File: src/face_pkg.sv
// Shared frame geometry, pixel and score types, window struct and stage tables; imported by every design file
`default_nettype none

package face_pkg;

  // Frame geometry
  localparam int FRAME_WIDTH  = 10;
  localparam int FRAME_HEIGHT = 10;
  localparam int WIN_SIZE     = 3;  // Window edge in pixels
  localparam int STAGE_COUNT  = 3;  // Cascade stages, all run in parallel

  typedef logic        [7:0]             pixel_t;      // Unsigned grayscale pixel
  typedef logic        [3:0]             coord_t;      // Frame coordinate, 0 to 9
  typedef logic signed [11:0]            score_t;      // Weighted window sum
  typedef logic        [6:0]             count_t;      // Faces per frame, at most 64
  typedef logic        [STAGE_COUNT-1:0] stage_mask_t; // One pass bit per stage
  typedef logic signed [1:0]             weight_t;     // Weight of -1, 0 or +1

  // 3 by 3 window; pix[row][col], row 0 is the oldest row, col 0 the leftmost
  typedef struct packed {
    pixel_t [WIN_SIZE-1:0][WIN_SIZE-1:0] pix;
    coord_t                              x;    // Bottom-right pixel column
    coord_t                              y;    // Bottom-right pixel row
    logic                                last; // Window ends at the frame's final pixel
  } window_s;

  // Weights per stage, row-major in the same order as pix (index row*WIN_SIZE+col)
  localparam weight_t STAGE_WEIGHTS [STAGE_COUNT][WIN_SIZE*WIN_SIZE] = '{
    // Horizontal edge, bright top row over dark bottom row
    '{ 2'sd1,  2'sd1,  2'sd1,
       2'sd0,  2'sd0,  2'sd0,
      -2'sd1, -2'sd1, -2'sd1},
    // Vertical edge, bright left column against dark right column
    '{ 2'sd1,  2'sd0, -2'sd1,
       2'sd1,  2'sd0, -2'sd1,
       2'sd1,  2'sd0, -2'sd1},
    // Centre check, corners count up and the centre counts down
    '{ 2'sd1,  2'sd0,  2'sd1,
       2'sd0, -2'sd1,  2'sd0,
       2'sd1,  2'sd0,  2'sd1}
  };

  // Stage passes when its sum is at least this value
  localparam score_t STAGE_THRESHOLDS [STAGE_COUNT] = '{
    12'sd48,  // Horizontal edge
    12'sd48,  // Vertical edge
    12'sd96   // Centre check
  };

endpackage

`default_nettype wire

File: src/window_builder.sv
// Raster tracker and two-row line buffer; turns the pixel stream into 3x3 windows with a candidate strobe
`timescale 1ns/100ps
`default_nettype none

module window_builder
  import face_pkg::*;
(
  input  logic    clk,
  input  logic    rst_n,
  input  pixel_t  pixel,
  input  logic    wen,
  output window_s win,
  output logic    win_valid
);

  coord_t x;                            // Column of the incoming pixel
  coord_t y;                            // Row of the incoming pixel
  pixel_t row1_buf [FRAME_WIDTH];       // Previous row
  pixel_t row2_buf [FRAME_WIDTH];       // Row before that
  logic   at_row_end;
  logic   at_frame_end;
  logic   full_window;

  assign at_row_end   = (x == coord_t'(FRAME_WIDTH - 1));
  assign at_frame_end = at_row_end && (y == coord_t'(FRAME_HEIGHT - 1));
  // A whole 3x3 window exists once two columns and two rows lie behind us
  assign full_window  = (x >= coord_t'(WIN_SIZE - 1)) && (y >= coord_t'(WIN_SIZE - 1));

  // Raster position, moves only on writes
  always_ff @(posedge clk)
  begin
    if (!rst_n)
    begin
      x <= '0;
      y <= '0;
    end
    else if (wen)
    begin
      if (at_row_end)
      begin
        x <= '0;
        y <= at_frame_end ? '0 : y + 1'b1; // Wrap to the next frame
      end
      else
        x <= x + 1'b1;
    end
  end

  // Line buffers age one row per write at the current column
  always_ff @(posedge clk)
  begin
    if (wen)
    begin
      row2_buf[x] <= row1_buf[x];
      row1_buf[x] <= pixel;
    end
  end

  // Column shift register; the new column enters on the right
  always_ff @(posedge clk)
  begin
    if (wen)
    begin
      for (int r = 0; r < WIN_SIZE; r++)
      begin
        for (int c = 0; c < WIN_SIZE - 1; c++)
          win.pix[r][c] <= win.pix[r][c + 1];
      end
      win.pix[0][WIN_SIZE-1] <= row2_buf[x]; // Oldest row
      win.pix[1][WIN_SIZE-1] <= row1_buf[x];
      win.pix[2][WIN_SIZE-1] <= pixel;       // Current row
      win.x    <= x;
      win.y    <= y;
      win.last <= at_frame_end;
    end
  end

  // Candidate strobe, one cycle after the completing write
  always_ff @(posedge clk)
  begin
    if (!rst_n)
      win_valid <= 1'b0;
    else
      win_valid <= wen && full_window;
  end

  // Column counter never leaves the row
  a_x_in_row: assert property (@(posedge clk) disable iff (!rst_n)
    x <= coord_t'(FRAME_WIDTH - 1))
    else $error("window_builder: x beyond last column");

endmodule

`default_nettype wire

File: src/stage_classifier.sv
// One cascade stage; weights the window by its table row and registers the threshold test every cycle
`timescale 1ns/100ps
`default_nettype none

module stage_classifier
  import face_pkg::*;
#(
  parameter int STAGE_ID = 0  // Row of STAGE_WEIGHTS and STAGE_THRESHOLDS
)
(
  input  logic    clk,
  input  window_s win,
  output logic    pass
);

  score_t sum;  // Signed weighted sum of the nine pixels

  // Weights are only -1, 0 or +1 so add or subtract, no multiplier
  always_comb
  begin
    sum = '0;
    for (int r = 0; r < WIN_SIZE; r++)
    begin
      for (int c = 0; c < WIN_SIZE; c++)
      begin
        if (STAGE_WEIGHTS[STAGE_ID][r*WIN_SIZE + c] == 2'sd1)
          sum = sum + score_t'(win.pix[r][c]);   // Zero-extended pixel
        else if (STAGE_WEIGHTS[STAGE_ID][r*WIN_SIZE + c] == -2'sd1)
          sum = sum - score_t'(win.pix[r][c]);
      end
    end
  end

  // Free-running compare, the decision block picks the valid cycle
  always_ff @(posedge clk)
  begin
    pass <= (sum >= STAGE_THRESHOLDS[STAGE_ID]);
  end

  // Table row must exist
  a_stage_id: assert property (@(posedge clk) STAGE_ID < STAGE_COUNT)
    else $error("stage_classifier: STAGE_ID %0d out of range", STAGE_ID);

endmodule

`default_nettype wire

File: src/cascade_decision.sv
// Cascade decision; aligns window position with the stage results, flags faces and counts them per frame
`timescale 1ns/100ps
`default_nettype none

module cascade_decision
  import face_pkg::*;
(
  input  logic        clk,
  input  logic        rst_n,
  input  window_s     win,
  input  logic        win_valid,
  input  stage_mask_t stage_pass,
  output logic        face,
  output coord_t      face_x,
  output coord_t      face_y,
  output logic        frame_done,
  output count_t      frame_faces
);

  logic   valid_d;   // win_valid lined up with stage_pass
  logic   last_d;    // Final window of the frame, same alignment
  coord_t x_d;
  coord_t y_d;
  count_t running;   // Faces seen so far in this frame
  logic   face_hit;

  assign face_hit = valid_d && (&stage_pass); // Every stage must pass

  // Strobes delayed by one cycle
  always_ff @(posedge clk)
  begin
    if (!rst_n)
    begin
      valid_d <= 1'b0;
      last_d  <= 1'b0;
    end
    else
    begin
      valid_d <= win_valid;
      last_d  <= win_valid && win.last; // last is held between writes, so qualify it
    end
  end

  // Window position follows its candidate
  always_ff @(posedge clk)
  begin
    if (win_valid)
    begin
      x_d <= win.x;
      y_d <= win.y;
    end
    if (valid_d)
    begin
      face_x <= x_d;  // Holds the last tested window
      face_y <= y_d;
    end
  end

  // Face pulse, per-frame count and frame end
  always_ff @(posedge clk)
  begin
    if (!rst_n)
    begin
      face        <= 1'b0;
      frame_done  <= 1'b0;
      frame_faces <= '0;
      running     <= '0;
    end
    else
    begin
      face       <= face_hit;
      frame_done <= last_d;
      if (last_d)
      begin
        frame_faces <= running + count_t'(face_hit); // Include the final window
        running     <= '0;
      end
      else if (face_hit)
        running <= running + 1'b1;
    end
  end

  // End of frame is always reported at the bottom-right corner
  a_done_at_corner: assert property (@(posedge clk) disable iff (!rst_n)
    frame_done |-> (face_x == coord_t'(FRAME_WIDTH - 1)) &&
                   (face_y == coord_t'(FRAME_HEIGHT - 1)))
    else $error("cascade_decision: frame_done away from frame corner");

endmodule

`default_nettype wire

File: src/face_detect_top.sv
// Face detector front end; window builder feeding parallel cascade stages and the decision block
`timescale 1ns/100ps
`default_nettype none

module face_detect_top
  import face_pkg::*;
(
  input  logic   clk,
  input  logic   rst_n,
  input  pixel_t pixel,
  input  logic   wen,         // One pixel per strobe, raster order
  output logic   face,        // Pulse per face window
  output coord_t face_x,
  output coord_t face_y,
  output logic   frame_done,  // Pulse after the frame's last window
  output count_t frame_faces  // Held until the next frame_done
);

  window_s     win;
  logic        win_valid;
  stage_mask_t stage_pass;

  window_builder u_window_builder (
    .clk       (clk),
    .rst_n     (rst_n),
    .pixel     (pixel),
    .wen       (wen),
    .win       (win),
    .win_valid (win_valid)
  );

  // One classifier per cascade stage, all see the same window
  for (genvar g = 0; g < STAGE_COUNT; g++)
  begin : g_stage
    stage_classifier #(
      .STAGE_ID (g)
    ) u_stage_classifier (
      .clk  (clk),
      .win  (win),
      .pass (stage_pass[g])
    );
  end

  cascade_decision u_cascade_decision (
    .clk         (clk),
    .rst_n       (rst_n),
    .win         (win),
    .win_valid   (win_valid),
    .stage_pass  (stage_pass),
    .face        (face),
    .face_x      (face_x),
    .face_y      (face_y),
    .frame_done  (frame_done),
    .frame_faces (frame_faces)
  );

endmodule

`default_nettype wire

File: config.mk
export PLATFORM = sky130hd
export DESIGN_NAME = face_detect_top
export DESIGN_NICKNAME = d
export VERILOG_FILES = /design/src/face_pkg.sv /design/src/window_builder.sv /design/src/stage_classifier.sv /design/src/cascade_decision.sv /design/src/face_detect_top.sv
export SDC_FILE = /design/constraint.sdc
export NUM_CORES = 1
export LEC_CHECK = 0
export CAP_MARGIN = 25
export CORE_ASPECT_RATIO = 1.75
export CORE_MARGIN = 2
export CORE_UTILIZATION = 55
export DETAILED_ROUTE_END_ITERATION = 10
export DONT_BUFFER_PORTS = 1
export GPL_TIMING_DRIVEN = 0
export PLACE_DENSITY = 0.72
export SLEW_MARGIN = 20
export SYNTH_ARGS = -nofsm -noshare
export SYNTH_HDL_FRONTEND = slang
export SYNTH_SLANG_ARGS = --single-unit
File: constraint.sdc
create_clock -name clk -period 7.85 [get_ports clk]
set_input_delay 0.3925 -clock clk [delete_from_list [all_inputs] [get_ports clk]]
set_output_delay 0.3925 -clock clk [all_outputs]
set_load 0.005 [all_outputs]
==> flow_metrics.tcl <==
set metrics [dict create \
    peakVddDrop_uv 224 \
    die_width_um 126 \
    timing_hold_violations_final 0 \
    min-delay-start "wen" \
    synth.top_cell.area_share_pct 54.1 \
    grt_max_degree 82 \
    p_int_uw 3060 \
    crit_slowest_cell "fa_1" \
    num-nets-final 1192 \
    dp_hpwl_um 19800 \
    synth_commonest_cells "edfxtp_1, inv_1, ha_1" \
    cpMostUsedCell "a21oi_1" \
    min_to "u_window_builder.x[0]" \
    slew_viol_final 0 \
    maxCapViolations 0 \
    synth_cell_types 62 \
    critPathKind "reg2reg" \
    cts_setup_buffers 0 \
    fin_setup_tns_ns 0 \
    status "completed" \
    reg2reg_slack_ns 2.93 \
    switching_share_pct 32.9 \
    worstPathRequired_ns 8.27 \
    core-area_um2 25700 \
    synth.area.mux_share_pct 6.54 \
    htree_levels 1 \
    cellPowerDensity_nw_per_um2 291 \
    r2r_end "g_stage[0].u_stage_classifier.pass" \
    r2r_start "u_window_builder.win[10]" \
    cpPeakStageDelay_ns 0.53 \
    tritoncts "yes" \
    seq_area_frac_synth_pct 58.9 \
    routed_wl_um 26800 \
    cts.path.max_buffers 3 \
    wl_per_cell_um 19.3 \
    grt_util_all_layers_pct 20.3 \
    ys.flop_type "edfxtp_1" \
    netlist_area_um2 14300 \
    synth_most_common_cell "edfxtp_1" \
    synth_top_area_cell "edfxtp_1" \
    final-setup-viol-count 0 \
    vias_per_cell 5.49 \
    max_clock_freq_ghz 0.203 \
    syn_avg_cell_area_um2 14.3 \
    p_leak_uw 0.00598 \
    clock_latency_ns 0.55 \
    slew_headroom_pct 38.0 \
    fin_skew_ns 0.0151 \
    antenna_found_initial 1 \
    synth_cells 994 \
    area_growth_pct 10.4 \
    drc 0 \
    io_buffers 0 \
    finalCritPeriodShare_pct 62.7 \
    hp-class "in2reg" \
    vias 7616 \
    crit_arrival_ns 5.34 \
    synth_xor_area_share_pct 2.45 \
    worst_setup_path_start_kind "flip-flop" \
    io_pins 28 \
    drive_above_1_share_pct 10.4 \
    synth_compound_gate_area_share_pct 6.67 \
    grt_overflow_total 0 \
    worstMarginPinSlew_ns 0.929 \
    drt_pre_antenna_iters 5 \
    die_y_um 217 \
    synth-seq-cells 291 \
    seq_power_share_pct 39.1 \
    hold_ws_ns 0.0645 \
    crit_chain "ha_1 > a21o_1 > a21oi_1 > o21bai_1 > a21oi_1 > xor2_1 > fa_1 > fa_1 > inv_1 > ha_1 > and2_4 > a221o_1 > o31ai_2 > a21oi_1 > or2_0 > a211oi_1 > nor2_1" \
    synth_edf_count 257 \
    synth_top_family_by_area "adder cells" \
    start_util_pct 55.5 \
    ys_warn_count 0 \
    grt_pass1_wl_um 42300 \
    cp-end-kind "flip-flop" \
    hold_depth 2 \
    drt_iter0_markers 481 \
    synth-async-reset-ratio_pct 0 \
    place_congestion 0.859 \
    critPathBufInv 1 \
    rsz0062_at_grt "no" \
    combPwrFrac_pct 35.3 \
    cts.sinks 291 \
    ys_top_cells_by_area "edfxtp_1, fa_1, ha_1, mux4_2, dfxtp_1" \
    synth-simple-area-share_pct 5.24 \
    rows 78 \
    drtAntennaViolNets 0 \
    synthAdderAreaFrac_pct 15.3 \
    cts.clk_slew.worst_paths_ns 0.07 \
    switchingPower_uw 1510 \
    p_clk_share_pct 25.6 \
    critPathMaxFanout 6 \
    cp_top_family "compound AO/OA/AOI/OAI gates" \
    dieArea_um2 27300 \
    cp.depth 17 \
    cts_made_buffers 26 \
    grt_pass1_vias 8097 \
    syn_nets 1140 \
    reg2regPathDepth 17 \
    clockRootBuffer "clkbuf_16" \
    period_minus_slack_ns 4.92 \
]
## what timing repair did
action | CTS | global route
endpoints found under the hold margin | 174 | 0
hold buffers | 11 | 0
gates resized for setup | 0 | 0
## per-stage QoR
stage	cell area (um2)	total power [uW]	cells	setup slack, ns	util [%]
global route	15700	4870	1387	2.61	61.3
global placement	14700	3380	1314	2.94	57.1
detailed placement	14800	3420	1327	2.88	57.7
finish	15700	4570	1387	2.93	61.3
CTS	15700	4620	1386	2.85	61.3
floorplan	14300	3040	994	3.48	-
## logic make-up (layout without fill, tap and decap cells)
kind of cell             after synthesis  after routing
multiplexers                          53             53
adder cells (fa/ha/maj)              135            135
flip-flops                           291            291
AND/OR/NAND/NOR                      148            148
XOR/XNOR                              39             39
buffers and inverters                184            256
AO/OA/AOI/OAI                        144            144
other                                  0              1
## flip-flops by register name (all words and copies together), names as in the netlist, named ones only
register,flops
u_window_builder.win,81
u_window_builder.row1_buf,80
u_window_builder.row2_buf,80
u_cascade_decision.frame_faces,7
u_cascade_decision.running,7
u_cascade_decision.face_x,4
u_cascade_decision.face_y,4
u_cascade_decision.x_d,4
u_cascade_decision.y_d,4
u_window_builder.x,4
u_window_builder.y,4
g_stage.u_stage_classifier.pass,3
u_cascade_decision.face,1
u_cascade_decision.frame_done,1
u_cascade_decision.last_d,1
u_cascade_decision.valid_d,1
u_window_builder.win_valid,1
## routing by layer
| metal | GRT usage [%] | part of all wire (%) | up-vias |
|---|---|---|---|
| met1 | 21.3 | 35 | 3821 |
| li1 | - | - | 3626 |
| met3 | 2.19 | 2.7 | 46 |
| met5 | 0 | 0 | - |
| met4 | 9.22 | 3.8 | 0 |
| met2 | 39.8 | 58 | 123 |
## how the worst max path moves through the flow
stage                                              end                startpoint
floorplan           g_stage[0].u_stage_classifier.pass  u_window_builder.win[10]
global placement    g_stage[0].u_stage_classifier.pass  u_window_builder.win[10]
detailed placement  g_stage[0].u_stage_classifier.pass  u_window_builder.win[10]
CTS                 g_stage[0].u_stage_classifier.pass  u_window_builder.win[10]
global route        g_stage[2].u_stage_classifier.pass  u_window_builder.win[26]
finish              g_stage[0].u_stage_classifier.pass  u_window_builder.win[10]
## cells in the final DEF (no fill, tap or decap), types with 26 or more instances in the layout
cell and count:
fa_1 65, dfxtp_1 34, mux4_2 32, inv_1 158
ha_1 70, a21oi_1 52, nor2_1 40, clkbuf_16 26
edfxtp_1 257
## area by class of cell
class / instances / area [um2]
antenna: 1 / 2.50
inverter: 159 / 597
fill: 1946 / 9940
buffer: 25 / 103
multi-input combinational: 519 / 5190
tap: 320 / 400
clock inverter: 18 / 123
timing repair buffer: 24 / 255
sequential: 291 / 8400
clock buffer: 30 / 666
## power by group through the flow
stage	Clock [uW]	Sequential, uW	Combinational [uW]
finish	1170	1790	1610
floorplan	0	1810	1240
global route	1250	1790	1820
detailed placement	0	1820	1610
global placement	0	1820	1560
CTS	1200	1790	1630
(Power assumes the default switching activity.)
